==> src/rtl/exec_defines.svh <==
/* Widths, special register numbers, multiply latency and counter offsets
   for the execute stage. Included by any file that needs them */
`ifndef EXEC_DEFINES_SVH
`define EXEC_DEFINES_SVH

// Datapath
`define EXEC_DATA_WIDTH 32
`define EXEC_REG_BITS 5

// Reads of this register return the PC, writes to it are branches
`define EXEC_REG_PC 31

// Depth of the multiply pipeline before the merge register
`define EXEC_MUL_STAGES 3

// Branch event counters, APB word offsets
`define EXEC_CNT_MISPREDICT 'h0
`define EXEC_CNT_COND_TAKEN 'h4
`define EXEC_CNT_COND_NOT_TAKEN 'h8
`define EXEC_CNT_UNCOND 'hC

`endif

==> src/rtl/exec_pkg.sv <==
/* Types shared by the execute stage units, imported in module headers */
`include "exec_defines.svh"

package exec_pkg;

	typedef logic [`EXEC_DATA_WIDTH-1:0] data_t;
	typedef logic [`EXEC_REG_BITS-1:0] reg_idx_t;

	typedef enum logic [3:0] {
		OP_ADD = 4'd0,
		OP_SUB = 4'd1,
		OP_AND = 4'd2,
		OP_OR  = 4'd3,
		OP_XOR = 4'd4,
		OP_SHL = 4'd5,
		OP_SHR = 4'd6,
		OP_SLT = 4'd7,
		OP_EQ  = 4'd8,
		OP_MUL = 4'd9
	} alu_op_t;

	typedef enum logic [2:0] {
		BR_NONE     = 3'd0,
		BR_ZERO     = 3'd1,
		BR_NOT_ZERO = 3'd2,
		BR_ALWAYS   = 3'd3,
		BR_CALL     = 3'd4
	} branch_type_t;

	// Travels alongside the product through the multiply pipeline
	typedef struct packed {
		reg_idx_t dest_reg;
		logic     write;
		data_t    pc;
	} mul_meta_t;

endpackage

==> src/rtl/exec_ifs.sv <==
/* Interfaces between execute stage units: the registered result and the
   branch event pulses */

interface exec_result_if import exec_pkg::*; ();
	logic     valid;
	reg_idx_t dest_reg;
	logic     write;
	data_t    value;
	data_t    pc;

	modport producer (output valid, dest_reg, write, value, pc);
	modport consumer (input valid, dest_reg, write, value, pc);
endinterface

interface branch_event_if ();
	logic mispredict;
	logic cond_taken;
	logic cond_not_taken;
	logic uncond_taken;

	modport source (output mispredict, cond_taken, cond_not_taken, uncond_taken);
	modport sink (input mispredict, cond_taken, cond_not_taken, uncond_taken);
endinterface

==> src/rtl/operand_bypass.sv <==
/* Source operand bypass. One instance per source register, picks the newest
   value among the PC, in-flight results and the register file */
`include "exec_defines.svh"

module operand_bypass import exec_pkg::*; (
	input  reg_idx_t sel_i,
	input  data_t    pc_i,
	input  data_t    rf_value_i,
	exec_result_if.consumer ex,
	input  reg_idx_t ma_reg_i,
	input  logic     ma_write_i,
	input  data_t    ma_value_i,
	input  reg_idx_t wb_reg_i,
	input  logic     wb_write_i,
	input  data_t    wb_value_i,
	output data_t    value_o
);

	always_comb
	begin
		if (sel_i == reg_idx_t'(`EXEC_REG_PC))
			value_o = pc_i;
		// Youngest result first
		else if (ex.write && ex.dest_reg == sel_i)
			value_o = ex.value;
		else if (ma_write_i && ma_reg_i == sel_i)
			value_o = ma_value_i;
		else if (wb_write_i && wb_reg_i == sel_i)
			value_o = wb_value_i;
		else
			value_o = rf_value_i;
	end

endmodule

==> src/rtl/branch_resolve.sv <==
/* Branch resolution for the instruction in decode. Raises rollback on a
   misprediction and emits one pulse per branch event */
`include "exec_defines.svh"

module branch_resolve import exec_pkg::*; (
	input  logic         valid_i,
	input  branch_type_t branch_type_i,
	input  logic         predicted_i,
	input  data_t        pc_i,
	input  data_t        offset_i,
	input  data_t        operand1_i,
	input  data_t        alu_result_i,
	input  reg_idx_t     dest_reg_i,
	input  logic         write_i,
	output logic         rollback_request_o,
	output data_t        rollback_pc_o,
	branch_event_if.source events
);

	logic  taken;
	logic  is_cond;
	data_t target;

	always_comb
	begin
		taken = 1'b0;
		target = pc_i + offset_i;
		if (write_i && dest_reg_i == reg_idx_t'(`EXEC_REG_PC))
		begin
			// ALU op with PC destination acts as an indirect jump
			taken = 1'b1;
			target = alu_result_i;
		end
		else
		begin
			case (branch_type_i)
				BR_ZERO:     taken = operand1_i == '0;
				BR_NOT_ZERO: taken = operand1_i != '0;
				BR_ALWAYS,
				BR_CALL:     taken = 1'b1;
				default:     taken = 1'b0;
			endcase
		end
	end

	assign is_cond = branch_type_i == BR_ZERO || branch_type_i == BR_NOT_ZERO;

	assign rollback_request_o = valid_i && (predicted_i != taken);
	assign rollback_pc_o = taken ? target : pc_i;

	assign events.mispredict = rollback_request_o;
	assign events.cond_taken = valid_i && is_cond && taken;
	assign events.cond_not_taken = valid_i && is_cond && !taken;
	assign events.uncond_taken = valid_i && !is_cond && taken;

endmodule

==> src/rtl/latency_pipe.sv <==
/* Fixed-depth delay line for any payload type; the valid bits clear on
   reset and the payload just shifts along */
`include "exec_defines.svh"

module latency_pipe #(
	parameter type payload_t = logic
) (
	input  logic     clk,
	input  logic     reset,
	input  logic     valid_i,
	input  payload_t data_i,
	output logic     valid_o,
	output payload_t data_o
);

	localparam int STAGES = `EXEC_MUL_STAGES;

	logic [STAGES-1:0] valid_q;
	payload_t          data_q [STAGES];

	always_ff @(posedge clk, posedge reset)
	begin
		if (reset)
			valid_q <= '0;
		else
			valid_q <= {valid_q[STAGES-2:0], valid_i};
	end

	always_ff @(posedge clk)
	begin
		data_q[0] <= data_i;
		for (int i = 1; i < STAGES; i++)
			data_q[i] <= data_q[i-1];
	end

	assign valid_o = valid_q[STAGES-1];
	assign data_o = data_q[STAGES-1];

endmodule

==> src/rtl/exec_alu.sv <==
/* Single-cycle ALU, multiply pipeline and the merge register where the
   two paths meet. Issue collisions at the merge are left to the issuer */
`include "exec_defines.svh"

module exec_alu import exec_pkg::*; (
	input  logic     clk,
	input  logic     reset,
	input  logic     valid_i,
	input  alu_op_t  op_i,
	input  logic     is_call_i,
	input  data_t    operand1_i,
	input  data_t    operand2_i,
	input  reg_idx_t dest_reg_i,
	input  logic     write_i,
	input  data_t    pc_i,
	output data_t    alu_result_o,
	exec_result_if.producer result
);

	localparam int SHAMT_BITS = $clog2(`EXEC_DATA_WIDTH);

	logic      mul_issue;
	logic      single_issue;
	data_t     product;
	mul_meta_t meta_in;
	logic      prod_valid;
	logic      meta_valid;
	data_t     prod_out;
	mul_meta_t meta_out;
	logic      mul_done;

	always_comb
	begin
		case (op_i)
			OP_ADD:  alu_result_o = operand1_i + operand2_i;
			OP_SUB:  alu_result_o = operand1_i - operand2_i;
			OP_AND:  alu_result_o = operand1_i & operand2_i;
			OP_OR:   alu_result_o = operand1_i | operand2_i;
			OP_XOR:  alu_result_o = operand1_i ^ operand2_i;
			OP_SHL:  alu_result_o = operand1_i << operand2_i[SHAMT_BITS-1:0];
			OP_SHR:  alu_result_o = operand1_i >> operand2_i[SHAMT_BITS-1:0];
			OP_SLT:  alu_result_o = data_t'($signed(operand1_i) < $signed(operand2_i));
			OP_EQ:   alu_result_o = data_t'(operand1_i == operand2_i);
			default: alu_result_o = '0;
		endcase
		// Calls write the return address
		if (is_call_i)
			alu_result_o = pc_i;
	end

	assign mul_issue = valid_i && op_i == OP_MUL;
	assign single_issue = valid_i && op_i != OP_MUL;
	assign product = operand1_i * operand2_i;

	assign meta_in.dest_reg = dest_reg_i;
	assign meta_in.write = write_i;
	assign meta_in.pc = pc_i;

	latency_pipe #(.payload_t(data_t)) u_mul_data (
		.clk     (clk),
		.reset   (reset),
		.valid_i (mul_issue),
		.data_i  (product),
		.valid_o (prod_valid),
		.data_o  (prod_out)
	);

	latency_pipe #(.payload_t(mul_meta_t)) u_mul_meta (
		.clk     (clk),
		.reset   (reset),
		.valid_i (mul_issue),
		.data_i  (meta_in),
		.valid_o (meta_valid),
		.data_o  (meta_out)
	);

	assign mul_done = prod_valid && meta_valid;

	// Merge point, the multiply wins
	always_ff @(posedge clk, posedge reset)
	begin
		if (reset)
		begin
			result.valid <= 1'b0;
			result.write <= 1'b0;
		end
		else
		begin
			result.valid <= mul_done || single_issue;
			if (mul_done)
				result.write <= meta_out.write;
			else
				result.write <= single_issue && write_i;
		end
	end

	always_ff @(posedge clk)
	begin
		if (mul_done)
		begin
			result.dest_reg <= meta_out.dest_reg;
			result.value <= prod_out;
			result.pc <= meta_out.pc;
		end
		else
		begin
			result.dest_reg <= dest_reg_i;
			result.value <= alu_result_o;
			result.pc <= pc_i;
		end
	end

endmodule

==> src/rtl/branch_event_regs.sv <==
/* APB slave with four branch event counters. Reads return a counter,
   any write clears it. No wait states */
`include "exec_defines.svh"

module branch_event_regs import exec_pkg::*; (
	input  logic  clk,
	input  logic  reset,
	branch_event_if.sink events,
	input  data_t paddr_i,
	input  data_t pwdata_i,
	input  logic  psel_i,
	input  logic  penable_i,
	input  logic  pwrite_i,
	output data_t prdata_o,
	output logic  pready_o
);

	data_t      cnt_q [4];
	logic [3:0] evt;
	logic [1:0] sel;
	logic       addr_hit;
	logic       apb_write;

	assign evt = {events.uncond_taken, events.cond_not_taken,
		events.cond_taken, events.mispredict};

	always_comb
	begin
		addr_hit = 1'b1;
		case (paddr_i)
			`EXEC_CNT_MISPREDICT:     sel = 2'd0;
			`EXEC_CNT_COND_TAKEN:     sel = 2'd1;
			`EXEC_CNT_COND_NOT_TAKEN: sel = 2'd2;
			`EXEC_CNT_UNCOND:         sel = 2'd3;
			default:
			begin
				addr_hit = 1'b0;
				sel = 2'd0;
			end
		endcase
	end

	// Any write access clears the addressed counter
	assign apb_write = psel_i && penable_i && pwrite_i && addr_hit;

	always_ff @(posedge clk, posedge reset)
	begin
		if (reset)
		begin
			for (int i = 0; i < 4; i++)
				cnt_q[i] <= '0;
		end
		else
		begin
			for (int i = 0; i < 4; i++)
			begin
				if (apb_write && sel == 2'(i))
					cnt_q[i] <= '0;
				else if (evt[i])
					cnt_q[i] <= cnt_q[i] + 1'b1;
			end
		end
	end

	assign prdata_o = addr_hit ? cnt_q[sel] : '0;
	assign pready_o = 1'b1;

endmodule

==> src/rtl/execute_unit.sv <==
/* Scalar execute stage top level. Bypasses operands, runs the ALU and the
   multiply, resolves branches and exposes branch counters over APB */

module execute_unit import exec_pkg::*; (
	input  logic         clk,
	input  logic         reset,
	input  logic         ds_valid_i,
	input  alu_op_t      ds_op_i,
	input  reg_idx_t     ds_src1_i,
	input  reg_idx_t     ds_src2_i,
	input  logic         ds_op2_imm_i,
	input  data_t        ds_immediate_i,
	input  reg_idx_t     ds_dest_i,
	input  logic         ds_write_i,
	input  data_t        ds_pc_i,
	input  branch_type_t ds_branch_type_i,
	input  logic         ds_predicted_i,
	input  data_t        ds_offset_i,
	input  data_t        rf_value1_i,
	input  data_t        rf_value2_i,
	input  reg_idx_t     ma_reg_i,
	input  logic         ma_write_i,
	input  data_t        ma_value_i,
	input  reg_idx_t     wb_reg_i,
	input  logic         wb_write_i,
	input  data_t        wb_value_i,
	output logic         ex_valid_o,
	output reg_idx_t     ex_dest_o,
	output logic         ex_write_o,
	output data_t        ex_result_o,
	output data_t        ex_pc_o,
	output logic         rollback_request_o,
	output data_t        rollback_pc_o,
	input  data_t        paddr_i,
	input  data_t        pwdata_i,
	input  logic         psel_i,
	input  logic         penable_i,
	input  logic         pwrite_i,
	output data_t        prdata_o,
	output logic         pready_o
);

	data_t src1_value;
	data_t src2_value;
	data_t operand2;
	data_t alu_result;
	logic  pc_write;

	exec_result_if ex_res ();
	branch_event_if br_evt ();

	operand_bypass u_bypass1 (
		.sel_i      (ds_src1_i),
		.pc_i       (ds_pc_i),
		.rf_value_i (rf_value1_i),
		.ex         (ex_res.consumer),
		.ma_reg_i   (ma_reg_i),
		.ma_write_i (ma_write_i),
		.ma_value_i (ma_value_i),
		.wb_reg_i   (wb_reg_i),
		.wb_write_i (wb_write_i),
		.wb_value_i (wb_value_i),
		.value_o    (src1_value)
	);

	operand_bypass u_bypass2 (
		.sel_i      (ds_src2_i),
		.pc_i       (ds_pc_i),
		.rf_value_i (rf_value2_i),
		.ex         (ex_res.consumer),
		.ma_reg_i   (ma_reg_i),
		.ma_write_i (ma_write_i),
		.ma_value_i (ma_value_i),
		.wb_reg_i   (wb_reg_i),
		.wb_write_i (wb_write_i),
		.wb_value_i (wb_value_i),
		.value_o    (src2_value)
	);

	assign operand2 = ds_op2_imm_i ? ds_immediate_i : src2_value;

	// A multiply result is not ready here, so it never counts as a jump
	assign pc_write = ds_write_i && ds_op_i != OP_MUL;

	exec_alu u_alu (
		.clk          (clk),
		.reset        (reset),
		.valid_i      (ds_valid_i),
		.op_i         (ds_op_i),
		.is_call_i    (ds_branch_type_i == BR_CALL),
		.operand1_i   (src1_value),
		.operand2_i   (operand2),
		.dest_reg_i   (ds_dest_i),
		.write_i      (ds_write_i),
		.pc_i         (ds_pc_i),
		.alu_result_o (alu_result),
		.result       (ex_res.producer)
	);

	branch_resolve u_branch (
		.valid_i            (ds_valid_i),
		.branch_type_i      (ds_branch_type_i),
		.predicted_i        (ds_predicted_i),
		.pc_i               (ds_pc_i),
		.offset_i           (ds_offset_i),
		.operand1_i         (src1_value),
		.alu_result_i       (alu_result),
		.dest_reg_i         (ds_dest_i),
		.write_i            (pc_write),
		.rollback_request_o (rollback_request_o),
		.rollback_pc_o      (rollback_pc_o),
		.events             (br_evt.source)
	);

	branch_event_regs u_regs (
		.clk       (clk),
		.reset     (reset),
		.events    (br_evt.sink),
		.paddr_i   (paddr_i),
		.pwdata_i  (pwdata_i),
		.psel_i    (psel_i),
		.penable_i (penable_i),
		.pwrite_i  (pwrite_i),
		.prdata_o  (prdata_o),
		.pready_o  (pready_o)
	);

	assign ex_valid_o = ex_res.valid;
	assign ex_dest_o = ex_res.dest_reg;
	assign ex_write_o = ex_res.write;
	assign ex_result_o = ex_res.value;
	assign ex_pc_o = ex_res.pc;

endmodule

==> config.mk <==
export PLATFORM = sky130hd
export DESIGN_NAME = execute_unit
export DESIGN_NICKNAME = d
export VERILOG_FILES = /design/src/rtl/exec_pkg.sv /design/src/rtl/exec_ifs.sv /design/src/rtl/operand_bypass.sv /design/src/rtl/branch_resolve.sv /design/src/rtl/latency_pipe.sv /design/src/rtl/exec_alu.sv /design/src/rtl/branch_event_regs.sv /design/src/rtl/execute_unit.sv
export VERILOG_INCLUDE_DIRS = /design/src /design/src/rtl
export SDC_FILE = /design/constraint.sdc
export NUM_CORES = 2
export LEC_CHECK = 0
export ABC_AREA = 1
export ABC_CLOCK_PERIOD_IN_PS = 9550
export BUFFER_PORTS_ARGS = -buffer_cell sky130_fd_sc_hd__clkbuf_2
export CORE_MARGIN = 3
export CORE_UTILIZATION = 55
export CTS_CLUSTER_SIZE = 30
export DETAILED_ROUTE_END_ITERATION = 16
export HOLD_SLACK_MARGIN = 0.06
export PLACE_DENSITY = 0.75
export RECOVER_POWER = 50
export SYNTH_ARGS = -nofsm -noshare
export SYNTH_HDL_FRONTEND = slang
export SYNTH_SLANG_ARGS = --single-unit
export TNS_END_PERCENT = 100
==> constraint.sdc <==
create_clock -name clk -period 9.55 [get_ports clk]
set_input_delay 1.91 -clock clk [delete_from_list [all_inputs] [get_ports clk]]
set_output_delay 1.91 -clock clk [all_outputs]
set_load 0.01 [all_outputs]
# [Yosys cells after proc, flatten, opt, wreduce, memory -nomap -nowiden]
# Memories as Yosys holds them, arrays and structs flattened.
# Cells that the tools add are included.
[op_classes] addsub=7 mul=1 n_lt_le_gt_ge=2 eq_ne=31 shift=2 muxes=33 bitwise_logic=4 reduce_logical=40
[op_table] cell="two-way mux 32 bit" n=25
[op_table] cell="case mux 32 bit (9 select lines)" n=1
[op_table] cell="adder 32 x 1 -> 32 bit (second input constant)" n=4
[op_table] cell="adder 32 bit" n=2
[op_table] cell="binary-select mux 32 bit (select 2 bit)" n=1
[op_table] cell="== test 32 x 4 -> 1 bit (second input constant)" n=2
[op_table] cell="zero test 32 bit" n=2
[op_table] cell="AND 32 bit" n=1
[op_table] cell="== test 32 x 3 -> 1 bit (second input constant)" n=1
[op_table] cell="== test 32 bit" n=1
[op_table] cell="less-than comparator 32 bit" n=1
[op_table] cell="multiplier 32 x 32 -> 32 bit" n=1
[op_table] cell="OR 32 bit" n=1
[op_table] cell="nonzero test 32 bit" n=1
[op_table] cell="left shift 32 x 5 -> 32 bit" n=1
[op_table] cell=">> shifter 32 x 5 -> 32 bit" n=1
[op_table] cell="subtractor 32 bit" n=1
[op_table] cell="XOR 32 bit" n=1
[op_table] cell="== test 5 bit" n=6
[op_table] cell="logical AND 1 bit" n=25
[op_table] cell="== test 4 x 3 -> 1 bit (second input constant)" n=4
[op_table] cell="== test 5 bit (second input constant)" n=3
[op_table] cell="== test 4 x 2 -> 1 bit (second input constant)" n=2
[op_table] cell="== test 4 bit (second input constant)" n=2
[op_table] cell="21 further kinds" n=30
[word_totals] register_bits=205 mem_bits_rw=210 input_bits=331 wordCells=133 n_memories=2
[mem_list] name="u_alu.u_mul_meta.data_q" depth=3 width=38 rd=3 rd_clocked_by_memory_dff=0 write_ports=3 line_no="latency_pipe.sv:19" source="payload_t data_q [STAGES];"
[mem_list] name="u_alu.u_mul_data.data_q" depth=3 width=32 rd=3 rd_clocked_by_memory_dff=0 write_ports=3 line_no="latency_pipe.sv:19"

# [Longest topological paths before layout]
[depth] word_depth=13 ltp_mapped=47 ltp_nobuf=46

# [Hierarchy]
# From an unflattened synthesis, not the netlist that was laid out.
[hier_totals] cells_unflattened=8258 hier_area_um2=51810.9
[by_module_without_submodules] mod="exec_alu" n_inst=1 cells_per_inst=4606 area_per_inst_um2=29064.1
[by_module_without_submodules] mod="branch_event_regs" n_inst=1 cells_per_inst=1391 area_per_inst_um2=9176.3
[by_module_without_submodules] mod="operand_bypass" n_inst=2 cells_per_inst=546 area_per_inst_um2=2290.9
[by_module_without_submodules] mod="branch_resolve" n_inst=1 cells_per_inst=772 area_per_inst_um2=3460.8
[by_module_without_submodules] mod="latency_pipe (u_alu.u_mul_meta)" n_inst=1 cells_per_inst=156 area_per_inst_um2=2646.3
[by_module_without_submodules] mod="latency_pipe (u_alu.u_mul_data)" n_inst=1 cells_per_inst=132 area_per_inst_um2=2240.9
[by_module_without_submodules] mod="execute_unit" n_inst=1 cells_per_inst=109 area_per_inst_um2=640.6

# [Worst setup path before layout]
# OpenSTA, ideal clock, no wires.
[synth_timing] path_type="input port to flip-flop" from="in ds_src2_i[0]" to="mem u_alu.u_mul_data.data_q[0][30] (netlist bit)" setup_time_ns=0.072 arrival_time_ns=9.763 path_slack_ns=-0.285 cell_stages=40 n_path_buf=4 cell_sequence="inv_1 > nand2_1 > nand3_1 > inv_1 > nand3_1 > clkbuf_1 > nand2_1 > nand3_1 > nand2_1 > nand2_1 > nand2_1 > nand2_1 > clkbuf_1 > clkbuf_1 > buf_1 > nor2_1 > fa_1 > inv_1 > [4 not listed] > fa_1 > inv_1 > fa_1 > inv_1 > fa_1 > fa_1 > ha_1 > nand2_1 > o21ai_0 > a21oi_1 > o21ai_0 > nand3_1 > nand2_1 > nand3_1 > nand2_1 > inv_1 > o21ai_0 > xor2_1"
[synth_rtl] element="from (decl)" line_no="execute_unit.sv:10" source="input reg_idx_t ds_src2_i,"
[synth_rtl] element="to (decl)" line_no="latency_pipe.sv:19"

# [Worst setup path in the final report]
[layout_timing] from="in ds_src2_i[1]" to="out rollback_pc_o[30]"
[layout_between] elab_chain_len=12 word_cells_on_any_way=23 classes_between="2 x add/sub; 4 x eq/ne; 2 x shift; 9 x mux; 3 x bitwise; 3 x reduce/logical"
[layout_lines] element="== test 5 bit" line_no="operand_bypass.sv:28" source="else if (wb_write_i && wb_reg_i == sel_i)"
[layout_lines] element="logical AND 1 bit" line_no="operand_bypass.sv:28"
[layout_lines] element="two-way mux 32 bit" line_no="operand_bypass.sv:28"
[layout_lines] element="two-way mux 32 bit" line_no="operand_bypass.sv:26" source="else if (ma_write_i && ma_reg_i == sel_i)"
[layout_lines] element="two-way mux 32 bit" line_no="operand_bypass.sv:24" source="else if (ex.write && ex.dest_reg == sel_i)"
[layout_lines] element="two-way mux 32 bit *" line_no="operand_bypass.sv:21" source="if (sel_i == reg_idx_t'(`EXEC_REG_PC))"
[layout_lines] element="two-way mux 32 bit *" line_no="execute_unit.sv:80" source="assign operand2 = ds_op2_imm_i ? ds_immediate_i : src2_value;"
[layout_lines] element="subtractor 32 bit (tied with other cells)" line_no="exec_alu.sv:36" source="OP_SUB: alu_result_o = operand1_i - operand2_i;"
[layout_lines] element="case mux 32 bit (9 select lines) *" line_no="exec_alu.sv:34" source="case (op_i)"
[layout_lines] element="two-way mux 32 bit *" line_no="exec_alu.sv:47" source="if (is_call_i)"
[layout_lines] element="two-way mux 32 bit *" line_no="branch_resolve.sv:28" source="if (write_i && dest_reg_i == reg_idx_t'(`EXEC_REG_PC))"
[layout_lines] element="two-way mux 32 bit *" line_no="branch_resolve.sv:49" source="assign rollback_pc_o = taken ? target : pc_i;"
[layout_lines] element="to (decl)" line_no="execute_unit.sv:33" source="output data_t rollback_pc_o,"
# Mark *: on every way between the ends. The rest lies on a longest branch, timed or not.

==> summary.md <==
| Metric | Value |
|---|---|
| Via Count | `53130` |
| Clock slew at reported path FFs | `approximately 70 ps` |
| Clock root cell | `clkbuf_16` |
| Slew Viols, Final | `122` |
| Ys flop type | `dfxtp_1` |
| Placeable core area | `83690 um^2` |
| Initial antenna violation count | `20` |
| Top flop regs | `u_regs.cnt_q (128), u_alu.u_mul_meta.data_q (114), u_alu.u_mul_data.data_q (96)` |
| CTS Hold Bufs | `0` |
| Iteration-0 DRC count of the detailed router | `7535` |
| CP max stage cell | `a21oi_1` |
| Vias in the first global route | `51080` |
| Post-Synthesis Cell Area | `46520 um^2` |
| RSZ-0062 raised after global routing | `yes` |
| Row count | `around 110` |
| Ranking of synthesized cells by area | `fa_1, nand2_1, dfxtp_1` |
| Critical Path Start Type | `primary input` |
| Crit path arrival time | `7620 ps` |
| Most flops, register | `u_regs.cnt_q` |
| Starting density of the core | `55.59%` |
| Layout Nets | `between 8000 and 9000` |
| Final Hold Vio Count | `0` |
| Number of H-tree levels | `2` |
| Period Utilization, post-route | `99.81%` |
| Routed wl met2 | `91410 um` |
| Met1 wire length | `80110 um` |
| Synth unique cells | `63` |
| Peak Freq | `approximately 0.10 GHz` |
| Num ports | `between 400 and 500` |
| Final WS setup | `17.94 ps` |
| Count of final setup violators | `0` |
| Post-route ant nets | `0` |
| Syn nets | `about 7900` |
| Post-synth top area share | `about 18%` |
| Buffers on Ports | `434` |
| First-pass iteration count of the detailed router | `7` |
| Max clock buf depth | `3` |
| Final min period | `~9500 ps` |
| Least-Margin Pin Slew | `roughly 4500 ps` |
| Syn Area/Cell | `6.777 um^2` |
| Cells after synthesis | `6865` |
| Crit path max-delay family | `simple AND/OR/NAND/NOR gates` |
| Max-slew headroom | `-197.0%` |
| HPWL after detailed placement | `185500 um` |
| Failing checks | `capacitance limit, slew limit` |
| Status | `finished, violations left` |
| Worst Setup End Kind | `output pin` |
| Max reg flops | `128` |
| Cell taking the most area after synthesis | `fa_1` |
| Most frequent cells in the layout | `nand2_1, inv_1, nor2_1` |
| Tightest Hold Check Type | `register to register` |
| CTS buffer count | `45` |
| Worst Skew | `67.19 ps` |
| Area grow syn2layout | `18.71%` |
| Worst setup path class | `primary input to output pin` |
| Via-to-Cell Ratio | `6.039` |
| First-pass GRT wire length | `~330000 um` |
| Fillers | `7416` |
| TritonCTS clock tree | `done` |
| Seq/Total Area, Yosys | `19.16%` |
| DRC | `0` |
| Setup crit start | `ds_src2_i[1]` |
| HP Start | `u_alu.u_mul_meta.data_q[0][5]$_DFF_P_` |
| Die extent in x | `296.8 um` |
| Commonest non-fill, non-tap cell in the layout | `nand2_1` |
| Max Used Layer | `met5` |
| Slowest cell delay on critical path | `680 ps` |
| GPL Wtd Cong | `1.143` |
| WP data required | `7640 ps` |
| Largest net degree at the start of global routing | `76` |
| Wire length on met3 | `33510 um` |
| Wire per inst | `~26 um` |
| Asr flop ratio synth | `approximately a third` |
| Die area | `between 80000 and 90000 um^2` |
| Largest fanout on the critical path | `10` |
| Setup WS pre-CTS | `-850.5 ps` |
| Final wirelength | `224700 um` |
| GR Overflow Total | `0` |
| YS warnings | `0` |
| Worst-Skew Late Latency | `around 680 ps` |
| EDFF count, synth | `0` |
| All-Layer GR Usage | `roughly 50%` |
| Reg2reg start | `u_alu.result.dest_reg[2]$_DFF_P_` |
| Share of layout cells above drive strength 1 | `between 10% and 20%` |
| Seq cells post-synth | `412` |
| Crit path buffers/inverters | `9` |
| # clock sinks | `412` |
| Die Height | `between 200 and 300 um` |
| Maxcap violations | `2` |
-- layer usage --
layer / vias to the layer above / global-route usage (%)
li1: 23310 / -
met5: - / 0
met3: 961 / 16.94
met1: 24910 / 62.63
met4: 6 / 33.09
met2: 3946 / 71.80
-- worst register-to-register path, delay by kind of cell, from the launching register on --
family	cells	cell delay, ps
flip-flops	1	510
adder cells (fa/ha/maj)	9	3840
AND/OR/NAND/NOR	19	2090
XOR/XNOR	1	160
AO/OA/AOI/OAI	3	470
buffers and inverters	12	1270
-- cell type report --
type                    instances  area (um^2)  area share [%]
diodes                         12        30.03         0.05438
clock buffers                  55         1257           2.277
clock inverters                26        284.0          0.5143
inverters                    1053         3973           7.194
multi-input cells            5086        32550           58.95
flip-flops and latches        412         8915           16.14
well taps                    1134         1419           2.569
repair buffers               1020         6793           12.30
-- logic make-up after synthesis --
logic type                 share of synthesized area, %
AOI/OAI and AO/OA                                 11.54
xor gates and xnor gates                          3.144
adders and majority gates                         24.54
buffers and inverters                             11.41
DFF                                               19.16
muxes                                           0.04303
other                                          0.008061
and+or+nand+nor                                   30.15
-- stage by stage --
| stage | hold slack [ps] | TNS (ps) | cells | cell area, um^2 | util [%] |
|---|---|---|---|---|---|
| floorplan | 309.6 | 0 | 6865 | 46530 | - |
| global placement | 309.6 | -3276 | 8701 | 53580 | 64.03 |
| detailed placement | 312.1 | -5779 | 8701 | 53580 | 64.03 |
| CTS | 268.9 | 0 | 8784 | 55150 | 65.90 |
| global route | 302.6 | -190.6 | 8790 | 55200 | 65.96 |
| finish | 282.8 | 0 | 8798 | 55220 | 65.99 |
-- repair_timing --
item | CTS | global route
endpoints found under the hold margin | 0 | 0
setup endpoints to repair | 4 | 29
resized for setup | 3 | 68
buffers inserted | 2 | 3
pin swaps | 1 | 10
-- synthesized netlist by cell type, types with 5 or more instances --
cell type and instances:
nand2_1 1658, inv_1 1023, nor2_1 778, nand3_1 512, fa_1 411, a21oi_1 324, o21ai_0 291, dfxtp_1 279
ha_1 255, clkbuf_1 190, dfrtp_1 133, xor2_1 119, nand4_1 95, nor3_1 80, buf_2 75, nand3b_1 68
o21ai_1 61, xnor2_1 48, a31oi_1 45, nor4_1 43, o211ai_1 38, or2_2 35, buf_1 33, o22ai_1 32
o221ai_1 28, a211oi_1 27, a221oi_1 19, inv_2 16, o21a_1 16, clkinv_1 14, nand2_2 12, o31ai_1 12
buf_4 10, a21boi_0 7, a21o_1 7, a21oi_2 6, buf_6 6, o21bai_1 6, or2_0 5, or2_1 5
-- path summary, 6_finish.rpt --
kind | end | slack, ps | cells past startpoint
worst max-delay path | rollback_pc_o[30] | 20 | 30
min in group asynchronous | u_alu.result.valid$_DFF_PP0_ | 1180 | 2
worst min register to register | u_alu.u_mul_meta.data_q[0][43]$_DFF_P_ | 280 | 0
worst max register to register | u_alu.u_mul_data.data_q[0][31]$_DFF_P_ | 1090 | 44
max in group asynchronous | u_regs.cnt_q[34]$_DFFE_PP0P_ | 3840 | 3
worst min-delay path | u_alu.u_mul_meta.data_q[0][43]$_DFF_P_ | 280 | 0
Power is not shown: default switching activity piles up to over one toggle a cycle in this logic, so the estimate is an artifact.
